`config.mk`:
```
export PLATFORM = sky130hd
export DESIGN_NAME = vga_top
export DESIGN_NICKNAME = d
export VERILOG_FILES = /design/src/common/vga_pkg.sv /design/src/rtl/vga_top.sv /design/src/rtl/pixel_out.sv /design/src/rtl/pixel_unpack.sv /design/src/video_fetch/video_fetch.sv /design/src/video_timing/frame_restart.sv /design/src/video_timing/video_timing.sv /design/src/rtl/sync_fifo.sv
export SDC_FILE = /design/constraint.sdc
export NUM_CORES = 1
export LEC_CHECK = 0
export ABC_CLOCK_PERIOD_IN_PS = 7000
export BUFFER_PORTS_ARGS = -buffer_cell sky130_fd_sc_hd__buf_4
export CORE_MARGIN = 5
export CORE_UTILIZATION = 45
export DETAILED_ROUTE_END_ITERATION = 6
export MAX_ROUTING_LAYER = met4
export REMOVE_ABC_BUFFERS = 1
export SETUP_SLACK_MARGIN = 0.5
export SYNTH_ARGS = -nofsm -noshare
export SYNTH_HDL_FRONTEND = slang
export SYNTH_SLANG_ARGS = --single-unit
export TNS_END_PERCENT = 100
```
`constraint.sdc`:
```
create_clock -name clk_axi -period 7 [get_ports clk_axi]
set_clock_uncertainty 0.1 [all_clocks]
set_input_delay 1.4 -clock clk_axi [delete_from_list [all_inputs] [get_ports clk_axi]]
set_output_delay 1.4 -clock clk_axi [all_outputs]
set_load 0.02 [all_outputs]
```
`src/common/vga_pkg.sv`:
```
package vga_pkg;

  ////////////////////////////////////////////////////////////
  // widths and defaults
  ////////////////////////////////////////////////////////////

  // raster position width, both axes
  localparam int POS_W = 11;

  // frame buffer start in memory
  localparam logic [31:0] FRAME_BASE_DEFAULT = 32'h1fb0_0000;
  // words per memory burst
  localparam int BURST_WORDS_DEFAULT = 16;
  // cycles the pixel path is held in clear after vsync
  localparam int RESTART_CYCLES_DEFAULT = 400;

  ////////////////////////////////////////////////////////////
  // types
  ////////////////////////////////////////////////////////////

  // one pixel, memory layout and pin layout
  typedef struct packed {
    logic [4:0] red;
    logic [5:0] green;
    logic [4:0] blue;
  } rgb565_t;

  // pixel 0 in [15:0], pixel 1 in [31:16]
  typedef logic [31:0] mem_word_t;

  // registered raster state
  typedef struct packed {
    logic             hsync;
    logic             vsync;
    logic             visible;
    logic [POS_W-1:0] h_pos;
    logic [POS_W-1:0] v_pos;
  } raster_t;

  // burst request, req is a single cycle pulse
  typedef struct packed {
    logic        req;
    logic [31:0] addr;
    logic [11:0] length;
  } mem_req_t;

  // one read strobe per word
  typedef struct packed {
    logic      rd_valid;
    mem_word_t rd_data;
  } mem_rsp_t;

  // porch and sync widths for both axes
  typedef struct packed {
    logic [POS_W-1:0] h_active;
    logic [POS_W-1:0] h_front;
    logic [POS_W-1:0] h_sync;
    logic [POS_W-1:0] h_back;
    logic [POS_W-1:0] v_active;
    logic [POS_W-1:0] v_front;
    logic [POS_W-1:0] v_sync;
    logic [POS_W-1:0] v_back;
  } timing_cfg_t;

  // 1360x768 panel timing
  localparam timing_cfg_t default_timing = '{
    h_active: 11'd1360, h_front: 11'd48, h_sync: 11'd112, h_back: 11'd248,
    v_active: 11'd768,  v_front: 11'd1,  v_sync: 11'd3,   v_back: 11'd38
  };

  // tiny raster, 24 by 8 total
  localparam timing_cfg_t sim_timing = '{
    h_active: 11'd16, h_front: 11'd2, h_sync: 11'd3, h_back: 11'd3,
    v_active: 11'd4,  v_front: 11'd1, v_sync: 11'd1, v_back: 11'd2
  };

endpackage
```
`src/rtl/vga_top.sv`:
```
`timescale 1ns/1ps

module vga_top
  import vga_pkg::*;
#(
  parameter timing_cfg_t TIMING         = default_timing,
  parameter logic [31:0] FRAME_BASE     = FRAME_BASE_DEFAULT,
  parameter int          BURST_WORDS    = BURST_WORDS_DEFAULT,
  parameter int          RESTART_CYCLES = RESTART_CYCLES_DEFAULT,
  parameter int          WORD_DEPTH     = 32,
  parameter int          PIX_DEPTH      = 8
)
(
  input  logic       clk_axi,
  input  logic       rst_n,
  input  mem_rsp_t   mem_rsp,
  output mem_req_t   mem_req,
  output logic       hsync,
  output logic       vsync,
  output logic [4:0] red,
  output logic [5:0] green,
  output logic [4:0] blue,
  output logic       underrun
);

  raster_t   raster;
  logic      clear;
  logic      word_pop;
  mem_word_t word_data;
  logic      word_empty;
  logic      pix_pop;
  rgb565_t   pix_data;
  logic      pix_empty;

  ////////////////////////////////////////////////////////////
  // raster and frame restart
  ////////////////////////////////////////////////////////////

  video_timing #(
    .TIMING (TIMING)
  ) u_timing (
    .clk_axi (clk_axi),
    .rst_n   (rst_n),
    .raster  (raster)
  );

  frame_restart #(
    .RESTART_CYCLES (RESTART_CYCLES)
  ) u_restart (
    .clk_axi (clk_axi),
    .rst_n   (rst_n),
    .vsync   (raster.vsync),
    .clear   (clear)
  );

  ////////////////////////////////////////////////////////////
  // fetch, unpack, output
  ////////////////////////////////////////////////////////////

  video_fetch #(
    .FRAME_BASE  (FRAME_BASE),
    .BURST_WORDS (BURST_WORDS),
    .WORD_DEPTH  (WORD_DEPTH)
  ) u_fetch (
    .clk_axi    (clk_axi),
    .rst_n      (rst_n),
    .clear      (clear),
    .mem_req    (mem_req),
    .mem_rsp    (mem_rsp),
    .word_pop   (word_pop),
    .word_data  (word_data),
    .word_empty (word_empty)
  );

  pixel_unpack #(
    .PIX_DEPTH (PIX_DEPTH)
  ) u_unpack (
    .clk_axi    (clk_axi),
    .rst_n      (rst_n),
    .clear      (clear),
    .word_pop   (word_pop),
    .word_data  (word_data),
    .word_empty (word_empty),
    .pix_pop    (pix_pop),
    .pix_data   (pix_data),
    .pix_empty  (pix_empty)
  );

  pixel_out u_out (
    .clk_axi   (clk_axi),
    .rst_n     (rst_n),
    .raster    (raster),
    .pix_pop   (pix_pop),
    .pix_data  (pix_data),
    .pix_empty (pix_empty),
    .hsync     (hsync),
    .vsync     (vsync),
    .red       (red),
    .green     (green),
    .blue      (blue),
    .underrun  (underrun)
  );

endmodule

```
`src/rtl/pixel_out.sv`:
```
`timescale 1ns/1ps

module pixel_out
  import vga_pkg::*;
(
  input  logic       clk_axi,
  input  logic       rst_n,
  input  raster_t    raster,
  output logic       pix_pop,
  input  rgb565_t    pix_data,
  input  logic       pix_empty,
  output logic       hsync,
  output logic       vsync,
  output logic [4:0] red,
  output logic [5:0] green,
  output logic [4:0] blue,
  output logic       underrun
);

  rgb565_t colour_q;
  // set by first vsync, pixel path is only aligned to the frame after that
  logic    armed;
  logic    show;

  assign show    = raster.visible && armed;
  // one pixel per visible cycle
  assign pix_pop = show && !pix_empty;

  assign red   = colour_q.red;
  assign green = colour_q.green;
  assign blue  = colour_q.blue;

  always_ff @(posedge clk_axi or negedge rst_n)
  begin
    if (!rst_n)
    begin
      hsync    <= 1'b0;
      vsync    <= 1'b0;
      colour_q <= '0;
      armed    <= 1'b0;
      underrun <= 1'b0;
    end
    else
    begin
      // syncs follow colour by the same cycle
      hsync <= raster.hsync;
      vsync <= raster.vsync;
      if (raster.vsync)
        armed <= 1'b1;
      // black outside the window or when starved
      colour_q <= pix_pop ? pix_data : '0;
      // sticky until reset
      if (show && pix_empty)
        underrun <= 1'b1;
    end
  end

endmodule

```
`src/rtl/pixel_unpack.sv`:
```
`timescale 1ns/1ps

module pixel_unpack
  import vga_pkg::*;
#(
  parameter int PIX_DEPTH = 8
)
(
  input  logic      clk_axi,
  input  logic      rst_n,
  input  logic      clear,
  output logic      word_pop,
  input  mem_word_t word_data,
  input  logic      word_empty,
  input  logic      pix_pop,
  output rgb565_t   pix_data,
  output logic      pix_empty
);

  mem_word_t word_q;
  logic      word_valid;
  // 0 low half next, 1 high half next
  logic      half;
  logic      pix_full;
  logic      pix_push;
  rgb565_t   pix_half;

  // stall on full pixel fifo
  assign pix_push = word_valid && !pix_full && !clear;
  assign pix_half = half ? rgb565_t'(word_q[31:16]) : rgb565_t'(word_q[15:0]);
  // refill when idle or while sending the high half
  assign word_pop = !clear && !word_empty && (!word_valid || (half && pix_push));

  always_ff @(posedge clk_axi)
  begin
    if (word_pop)
      word_q <= word_data;
  end

  always_ff @(posedge clk_axi or negedge rst_n)
  begin
    if (!rst_n)
    begin
      word_valid <= 1'b0;
      half       <= 1'b0;
    end
    else if (clear)
    begin
      word_valid <= 1'b0;
      half       <= 1'b0;
    end
    else if (word_pop)
    begin
      word_valid <= 1'b1;
      half       <= 1'b0;
    end
    else if (pix_push)
    begin
      // high half gone and nothing new to load
      if (half)
        word_valid <= 1'b0;
      half <= !half;
    end
  end

  // pixel fifo
  sync_fifo #(
    .payload_t (rgb565_t),
    .DEPTH     (PIX_DEPTH)
  ) u_pix_fifo (
    .clk_axi   (clk_axi),
    .rst_n     (rst_n),
    .clear     (clear),
    .push      (pix_push),
    .push_data (pix_half),
    .pop       (pix_pop),
    .pop_data  (pix_data),
    .empty     (pix_empty),
    .full      (pix_full),
    .level     ()
  );

endmodule

```
`src/video_fetch/video_fetch.sv`:
```
`timescale 1ns/1ps

module video_fetch
  import vga_pkg::*;
#(
  parameter logic [31:0] FRAME_BASE  = FRAME_BASE_DEFAULT,
  parameter int          BURST_WORDS = BURST_WORDS_DEFAULT,
  parameter int          WORD_DEPTH  = 32
)
(
  input  logic      clk_axi,
  input  logic      rst_n,
  input  logic      clear,
  output mem_req_t  mem_req,
  input  mem_rsp_t  mem_rsp,
  input  logic      word_pop,
  output mem_word_t word_data,
  output logic      word_empty
);

  localparam int          LW          = $clog2(WORD_DEPTH + 1);
  localparam logic [31:0] BURST_BYTES = 32'(BURST_WORDS * 4);

  logic [31:0]   next_addr;
  // words of the current burst not yet returned
  logic [11:0]   owed;
  // drop the rest of a burst that overlapped a restart
  logic          discard;
  logic [LW-1:0] word_level;
  logic          word_push;
  logic          room;
  logic          issue;

  ////////////////////////////////////////////////////////////
  // request side
  ////////////////////////////////////////////////////////////

  // stored words plus owed words plus a new burst must fit
  assign room  = (32'(word_level) + 32'(owed) + 32'(BURST_WORDS)) <= 32'(WORD_DEPTH);
  // one burst in flight at most
  assign issue = !clear && (owed == '0) && room;

  always_ff @(posedge clk_axi or negedge rst_n)
  begin
    if (!rst_n)
    begin
      mem_req   <= '0;
      owed      <= '0;
      next_addr <= FRAME_BASE;
      discard   <= 1'b0;
    end
    else
    begin
      mem_req.req <= issue;
      if (issue)
      begin
        mem_req.addr   <= next_addr;
        mem_req.length <= 12'(BURST_WORDS);
        owed           <= 12'(BURST_WORDS);
      end
      else if (mem_rsp.rd_valid && (owed != '0))
        owed <= owed - 1'b1;

      // restart rewinds to top of frame
      if (clear)
        next_addr <= FRAME_BASE;
      else if (issue)
        next_addr <= next_addr + BURST_BYTES;

      // burst outstanding across clear, finish it but throw data away
      if (clear && (owed != '0))
        discard <= 1'b1;
      else if (owed == '0)
        discard <= 1'b0;
    end
  end

  ////////////////////////////////////////////////////////////
  // response side
  ////////////////////////////////////////////////////////////

  assign word_push = mem_rsp.rd_valid && (owed != '0) && !discard && !clear;

  // word fifo
  sync_fifo #(
    .payload_t (mem_word_t),
    .DEPTH     (WORD_DEPTH)
  ) u_word_fifo (
    .clk_axi   (clk_axi),
    .rst_n     (rst_n),
    .clear     (clear),
    .push      (word_push),
    .push_data (mem_rsp.rd_data),
    .pop       (word_pop),
    .pop_data  (word_data),
    .empty     (word_empty),
    .full      (),
    .level     (word_level)
  );

endmodule

```
`src/video_timing/frame_restart.sv`:
```
`timescale 1ns/1ps

module frame_restart
  import vga_pkg::*;
#(
  parameter int RESTART_CYCLES = RESTART_CYCLES_DEFAULT
)
(
  input  logic clk_axi,
  input  logic rst_n,
  input  logic vsync,
  output logic clear
);

  localparam int CW = $clog2(RESTART_CYCLES + 1);

  // waiting for vsync, holding clear, waiting for vsync to drop
  typedef enum logic [1:0] {
    ST_WAIT,
    ST_RESTART,
    ST_ENDED
  } state_t;

  state_t        state;
  logic          vsync_q;
  logic [CW-1:0] hold_cnt;

  always_ff @(posedge clk_axi or negedge rst_n)
  begin
    if (!rst_n)
    begin
      state    <= ST_WAIT;
      vsync_q  <= 1'b0;
      hold_cnt <= '0;
    end
    else
    begin
      vsync_q <= vsync;
      case (state)
        ST_WAIT:
          // rising edge of vsync
          if (vsync && !vsync_q)
          begin
            state    <= ST_RESTART;
            hold_cnt <= CW'(RESTART_CYCLES - 1);
          end
        ST_RESTART:
          if (hold_cnt == '0)
            state <= ST_ENDED;
          else
            hold_cnt <= hold_cnt - 1'b1;
        ST_ENDED:
          if (!vsync)
            state <= ST_WAIT;
        default:
          state <= ST_WAIT;
      endcase
    end
  end

  assign clear = (state == ST_RESTART);

endmodule

```
`src/video_timing/video_timing.sv`:
```
`timescale 1ns/1ps

module video_timing
  import vga_pkg::*;
#(
  parameter timing_cfg_t TIMING = default_timing
)
(
  input  logic    clk_axi,
  input  logic    rst_n,
  output raster_t raster
);

  ////////////////////////////////////////////////////////////
  // raster geometry
  ////////////////////////////////////////////////////////////

  localparam logic [POS_W-1:0] H_ACTIVE = TIMING.h_active;
  localparam logic [POS_W-1:0] V_ACTIVE = TIMING.v_active;

  // sync window, after active and front porch
  localparam logic [POS_W-1:0] H_SYNC_START = TIMING.h_active + TIMING.h_front;
  localparam logic [POS_W-1:0] H_SYNC_END   = H_SYNC_START + TIMING.h_sync;
  localparam logic [POS_W-1:0] V_SYNC_START = TIMING.v_active + TIMING.v_front;
  localparam logic [POS_W-1:0] V_SYNC_END   = V_SYNC_START + TIMING.v_sync;

  // full period per axis
  localparam logic [POS_W-1:0] H_TOTAL = H_SYNC_END + TIMING.h_back;
  localparam logic [POS_W-1:0] V_TOTAL = V_SYNC_END + TIMING.v_back;

  logic [POS_W-1:0] h_next;
  logic [POS_W-1:0] v_next;

  ////////////////////////////////////////////////////////////
  // counters
  ////////////////////////////////////////////////////////////

  // next position, line advances at end of each row
  always_comb
  begin
    h_next = raster.h_pos + 1'b1;
    v_next = raster.v_pos;
    if (raster.h_pos == H_TOTAL - 1'b1)
    begin
      h_next = '0;
      if (raster.v_pos == V_TOTAL - 1'b1)
        v_next = '0;
      else
        v_next = raster.v_pos + 1'b1;
    end
  end

  // flags decoded from next position so every field moves on one edge
  always_ff @(posedge clk_axi or negedge rst_n)
  begin
    if (!rst_n)
    begin
      raster <= '{hsync: 1'b0, vsync: 1'b0, visible: 1'b1, h_pos: '0, v_pos: '0};
    end
    else
    begin
      raster.h_pos   <= h_next;
      raster.v_pos   <= v_next;
      // active high syncs
      raster.hsync   <= (h_next >= H_SYNC_START) && (h_next < H_SYNC_END);
      raster.vsync   <= (v_next >= V_SYNC_START) && (v_next < V_SYNC_END);
      raster.visible <= (h_next < H_ACTIVE) && (v_next < V_ACTIVE);
    end
  end

endmodule

```
`src/rtl/sync_fifo.sv`:
```
`timescale 1ns/1ps

module sync_fifo
  import vga_pkg::*;
#(
  parameter type payload_t = mem_word_t,
  parameter int  DEPTH     = 8
)
(
  input  logic                       clk_axi,
  input  logic                       rst_n,
  input  logic                       clear,
  input  logic                       push,
  input  payload_t                   push_data,
  input  logic                       pop,
  output payload_t                   pop_data,
  output logic                       empty,
  output logic                       full,
  output logic [$clog2(DEPTH+1)-1:0] level
);

  localparam int AW = (DEPTH > 1) ? $clog2(DEPTH) : 1;
  localparam int LW = $clog2(DEPTH + 1);

  payload_t      mem [DEPTH];
  logic [AW-1:0] wr_ptr;
  logic [AW-1:0] rd_ptr;
  logic [LW-1:0] count;
  logic          do_push;
  logic          do_pop;

  // wrap at DEPTH, which need not be a power of two
  function automatic logic [AW-1:0] ptr_inc(input logic [AW-1:0] p);
    return (p == AW'(DEPTH - 1)) ? '0 : p + 1'b1;
  endfunction

  // overflow and underflow requests are dropped
  assign do_push  = push && !full;
  assign do_pop   = pop && !empty;
  assign empty    = (count == '0);
  assign full     = (count == LW'(DEPTH));
  assign level    = count;
  // head of queue is always on the output
  assign pop_data = mem[rd_ptr];

  always_ff @(posedge clk_axi)
  begin
    if (do_push && !clear)
      mem[wr_ptr] <= push_data;
  end

  always_ff @(posedge clk_axi or negedge rst_n)
  begin
    if (!rst_n)
    begin
      wr_ptr <= '0;
      rd_ptr <= '0;
      count  <= '0;
    end
    else if (clear)
    begin
      // flush in a single cycle
      wr_ptr <= '0;
      rd_ptr <= '0;
      count  <= '0;
    end
    else
    begin
      if (do_push)
        wr_ptr <= ptr_inc(wr_ptr);
      if (do_pop)
        rd_ptr <= ptr_inc(rd_ptr);
      case ({do_push, do_pop})
        2'b10:   count <= count + 1'b1;
        2'b01:   count <= count - 1'b1;
        default: count <= count;
      endcase
    end
  end

endmodule

```
# Yosys cells after proc, flatten, opt, wreduce, memory -nomap -nowiden
# Memory sizes are Yosys's and may differ from the RTL's. A register that Yosys moved wholly into a read port is not among the register bits.
# Cells that the tools add are included.
# op_classes
addsub	15
n_mul	0
div	0
order_cmp	7
eq_ne	18
shift	0
mux	45
n_bitwise	0
reduce_logical	55
# op_table
cell	n
2-to-1 mux 32 bit	2
2-to-1 mux 11 bit	3
adder 32 x 5 -> 32 bit (second input constant)	1
adder 32 x 7 -> 32 bit (second input constant)	1
<= comparator 32 x 6 -> 1 bit (second input constant)	1
2-to-1 mux 16 bit	2
2-to-1 mux 5 bit	6
logical AND 1 bit	24
2-to-1 mux 12 bit	2
adder 11 x 1 -> 11 bit (second input constant)	2
less-than comparator 11 x 10 -> 1 bit (second input constant)	2
less-than comparator 11 bit (second input constant)	2
2-to-1 mux 3 bit	6
2-to-1 mux 9 bit	2
one-hot mux 9 bit (2 select lines)	1
nonzero test 2 bit	8
adder 6 x 12 -> 13 bit	1
2-to-1 mux 1 bit	13
zero test 12 bit	1
one-hot mux 6 bit (2 select lines)	1
nonzero test 12 bit	1
nonzero test 3 bit	4
subtractor 12 x 1 -> 12 bit (second input constant)	1
== test 11 x 10 -> 1 bit (second input constant)	1
31 further kinds	52
# word_totals
reg_bits	163
latch_bits	0
ramBits	1152
mem_bits_ro	0
out_inout_bits	64
elab_cells	170
memories	2
# mem_list
name	depth	word_bits	read_ports	rd_clocked_by_memory_dff	write_ports	line	source
u_fetch.u_word_fifo.mem	32	32	1	1	1	sync_fifo.sv:25	payload_t mem [DEPTH];
u_unpack.u_pix_fifo.mem	8	16	1	0	1	sync_fifo.sv:25	

# Logic depth before layout (Yosys ltp)
# depth
depth_word	11
ltp_mapped	14

# Hierarchy
# From an unflattened synthesis, not the netlist that was laid out.
# unflattened
hier_cells	2527
area_unflattened_um2	53256.1
# modules_own_cells
mod	n_inst	cells_each	area_per_inst_um2	seq_area_each_um2
sync_fifo at u_fetch.u_word_fifo	1	1606	39917.0	31149.9
sync_fifo at u_unpack.u_pix_fifo	1	265	5530.3	4093.9
video_fetch	1	351	3734.8	1686.6
video_timing	1	144	1392.6	626.9
pixel_unpack	1	61	1320.0	1011.0
pixel_out	1	42	718.2	500.5
frame_restart	1	58	643.1	300.3

# Worst setup path before layout
# No wires, ideal clock.
# synth_timing
path_type	input to register
start	input mem_rsp[32] in the netlist's numbering
end	memory u_fetch.u_word_fifo.mem[12][0] in the netlist's numbering (enable)
setup_ns	0.421
t_arrival_ns	3.974
path_slack_ns	2.505
path_stages	4
n_path_buf	0
cell_sequence	o41ai_2 > a2111oi_2 > nand2_1 > nor2_1
# synth_via
elab_chain_cells	7
# synth_lines
element	line	source
start, declared	vga_top.sv:16	input mem_rsp_t mem_rsp,
logical AND 1 bit (3 in series)	video_fetch.sv:82	assign word_push = mem_rsp.rd_valid && (owed != '0) && !discard && !clear;
logical AND 1 bit	sync_fifo.sv:38	assign do_push = push && !full;
logical AND 1 bit	sync_fifo.sv:48	if (do_push && !clear)
2-to-1 mux 1 bit	sync_fifo.sv:48	
2-to-1 mux 1 bit (not written as such)	sync_fifo.sv:49	mem[wr_ptr] <= push_data;
end, declared	sync_fifo.sv:25	
# No other way between the ends.

# Worst setup path after layout
# layout_timing
start	register u_fetch.owed[2]
end	register u_fetch.u_word_fifo.count[5] (netlist: u_fetch.u_word_fifo.level[5])
# layout_via
elab_chain_cells	8
word_cells_on_any_way	10
classes_between	eq/ne (2); mux (2); reduce/logical (6)
# layout_lines
element	line	source
start, declared	video_fetch.sv:26	logic [11:0] owed;
start signal, assigned	video_fetch.sv:59	owed <= 12'(BURST_WORDS);
start signal, assigned	video_fetch.sv:62	owed <= owed - 1'b1;
nonzero test 12 bit *	video_fetch.sv:82	
logical AND 1 bit * (3 in series)	video_fetch.sv:82	
logical AND 1 bit *	sync_fifo.sv:38	
== test 2 x 1 -> 1 bit / == test 2 bit (equally long branches)	sync_fifo.sv:73	case ({do_push, do_pop})
one-hot mux 6 bit (2 select lines)	sync_fifo.sv:73	
2-to-1 mux 6 bit	sync_fifo.sv:60	else if (clear)
end signal, assigned	sync_fifo.sv:74	2'b10: count <= count + 1'b1;
end signal, assigned	sync_fifo.sv:75	2'b01: count <= count - 1'b1;
end signal, assigned	sync_fifo.sv:76	default: count <= count;
end, declared	sync_fifo.sv:28	logic [LW-1:0] count;
# Mark *: on every way between the ends. The rest lies on a longest branch, timed or not.
# A chain may end at the register's enable or synchronous reset.

==> results.yml <==
sta:
  min_period_over_period_pct: 59.7
  setup_ws_ns: 2.82
  slew_headroom_pct: 16.6
  worstMarginPinSlew_ns: 1.25
  rsz0062_at_grt: "no"
  max_freq_mhz: 239
  finalCriticalPeriod_ns: 4.18
  hold_viol_final: 0
  fin_tns_setup_ns: 0
  drv_slew: 0
  setup_viol: 0
  whs_ns: 0.261
route:
  postRouteAntennaNets: 0
  drt-total-wl_mm: 132
  wl_per_cell_um: 27.8
  drt-pass1-iter-count: 7
  drcViolationCount: 0
  num_vias: 28000
  viasPerCell: 5.88
  drtIter0Drc: 2770
synthesis:
  yosysSeqAreaShare_pct: 73.9
  synthFlopType: "edfxtp_1"
  avgSynthCellArea_um2: 17.7
  syn_area_um2: 53200
  synth_enable_flop_cells: 1184
  ys_warn_count: 0
  synth_top_area_share_pct: 66.8
  synthCells: 3014
  synth_area_leaders: "edfxtp_1 (67%), mux4_2 (6.8%), dfrtp_1 (6.7%)"
  async_reset_ff_share_pct: 11.3
  synthDistinctLibCells: 71
  synth_top_area_cell: "edfxtp_1"
  synth_seq_cells: 1335
place:
  place.gp.congestion: 0.854
  hpwl_mm: 81.1
  dp_slack_ns: 2.48
  io_buffers: 81
  place_area_um2: 55600
  dpl.cell_count: 4503
finish:
  layout.nets: 3180
  final_cells: 4760
  drive_above_1_share_pct: 20.1
  areaGrowthSynthToFinish_pct: 12.7
  fin_area_um2: 60000
  utilization_pct: 51.0
global_route:
  grt_start_max_net_pins: 113
  gr-total-overflow: 0
  track_usage_pct: 21.7
  grt_pass1_vias: 28400
  grt_pass1_wl_mm: 195
  antenna_found_initial: 4
die:
  num_rows: 126
  die_area_um2: 125000
  die_w_um: 354
  dieHeight_um: 354
  initial_core_util_pct: 45.2
  coreArea_um2: 118000
  num_io_pins: 99
flow_run:
  cap_violations: 0
status:
  status: "complete, no violations"
worst_setup_path:
  timing_worst_setup_path_type: "reg -> reg"
  crit_path_end_kind: "flip-flop"
  cp_cell_sequence: "or4_1 > o41ai_2 > a2111oi_2 > buf_4 > inv_1 > ha_1 > ha_1 > a21o_1 > a21o_1 > a211o_1 > o311ai_0 > xnor2_1 > nor2_1"
  path_delay_family: "compound AO/OA/AOI/OAI gates"
  critPathArrivalTime_ns: 4.68
  r2r-start: "u_fetch.owed[2]"
  path_max_fanout: 9
  required_ns: 7.50
  cp_num_buf_inv: 2
  critical-path-slowest-cell: "or4_1"
  max_stage_delay_ns: 0.71
  cp-startpoint: "u_fetch.owed[2]"
  cp-start-kind: "flip-flop"
clock_network:
  cts_tree: "done"
  post_cts_buffers: 0
  root_buffer: "clkbuf_16"
  cts_hold_buf: 0
  clkTransAtPathRegs_ns: 0.06
  clock_sinks: 1335
  htreeDepth: 4
  cts-buffers-inserted: 141
  cts_resized: 0
  insertion_delay_ns: 0.75
  clk_path_buf_depth: 3
pwr:
  vdd_drop_max_mv: 0.376
  powerDensity_nw_per_um2: 405
  finalPower_mw: 24.3
  leakage_nw: 20.3
hold_path:
  min_from: "u_timing.raster[24]"
  min_path_type: "reg -> reg"
-- final cells by class --
class / instances / area [um2]
sequential: 1335 / 39400
antenna: 1 / 2.50
clock buffer: 190 / 3810
fill: 9386 / 57800
inverter: 26 / 97.6
clock inverter: 66 / 559
multi-input combinational: 1490 / 13400
tap: 1536 / 1920
timing repair buffer: 116 / 900
-- layout by cell type, fill, tap and decap left out, types with 64 or more instances in the layout --
cell / netlist / layout
edfxtp_1: 1184 / 1184
mux4_2: 160 / 160
clkbuf_16: 0 / 144
o21ai_0: 107 / 107
mux2_2: 100 / 100
o22ai_1: 65 / 65
a21oi_1: 129 / 129
mux2i_1: 225 / 225
dfrtp_1: 142 / 135
nand2_1: 118 / 117
buf_4: 17 / 113
o221ai_1: 64 / 64
nor2_1: 131 / 99
-- sequential cells by signal (all words and copies together), names as in the netlist, 2 cells and up --
signal	flops
u_fetch.mem_req	28
u_restart.hold_cnt	9
u_fetch.next_addr	26
u_unpack.u_pix_fifo.mem	128
u_fetch.u_word_fifo.rd_ptr	5
u_fetch.owed	12
u_fetch.u_word_fifo.wr_ptr	5
u_out.green	6
u_out.red	5
u_fetch.u_word_fifo.level	6
u_unpack.word_q	32
u_unpack.u_pix_fifo.level	4
u_unpack.u_pix_fifo.wr_ptr	3
u_restart.state	2
u_out.blue	5
u_fetch.u_word_fifo.mem	1024
u_timing.raster	25
u_unpack.u_pix_fifo.rd_ptr	3
-- per-layer routing --
layer	up-vias	share of wire [%]	global-route usage [%]
met1	14600	40	27.4
met5	-	0	-
met3	204	5.6	3.08
li1	12200	-	-
met2	897	52	36.7
met4	0	3.0	6.81
-- logic make-up (layout without fill, tap and decap cells) --
| kind of cell | count (synthesis) | after routing | synth area share (%) |
|---|---|---|---|
| compound gates | 491 | 491 | 5.94 |
| xor+xnor | 35 | 35 | 0.576 |
| fa+ha+maj | 35 | 35 | 0.865 |
| buf+inv | 205 | 398 | 1.65 |
| flops | 1335 | 1335 | 73.9 |
| mux | 487 | 487 | 13.2 |
| other cells | 1 | 18 | 0.00704 |
| simple gates | 425 | 425 | 3.89 |
-- where the power goes --
group          switching, mW  total (mW)  internal (mW)
Clock                   3.05        7.08           4.03
Sequential             0.571        10.3           9.74
Combinational           4.45        6.90           2.45
Total                   8.07        24.3           16.2
-- synthesized netlist by cell type, types with 43 or more instances --
cell      number
nand2_1      118
nor2_1       131
a21oi_1      129
a21o_1        43
mux2_2       100
dfrtp_1      142
edfxtp_1    1184
o221ai_1      64
o21ai_0      107
mux2i_1      225
clkbuf_1     111
o22ai_1       65
mux4_2       160
-- worst paths after layout --
check	end	slack, ns	cells after the start
setup / recovery	u_fetch.u_word_fifo.level[5]	2.82	13
hold / removal	u_out.hsync	0.26	0
max in group asynchronous	u_fetch.mem_req[24]	4.85	2
setup reg to reg	u_fetch.u_word_fifo.level[5]	2.82	13
hold reg to reg	u_out.hsync	0.26	0
min in group asynchronous	u_fetch.next_addr[11]	0.65	1
Note: power is estimated with default switching activity, not from simulation.
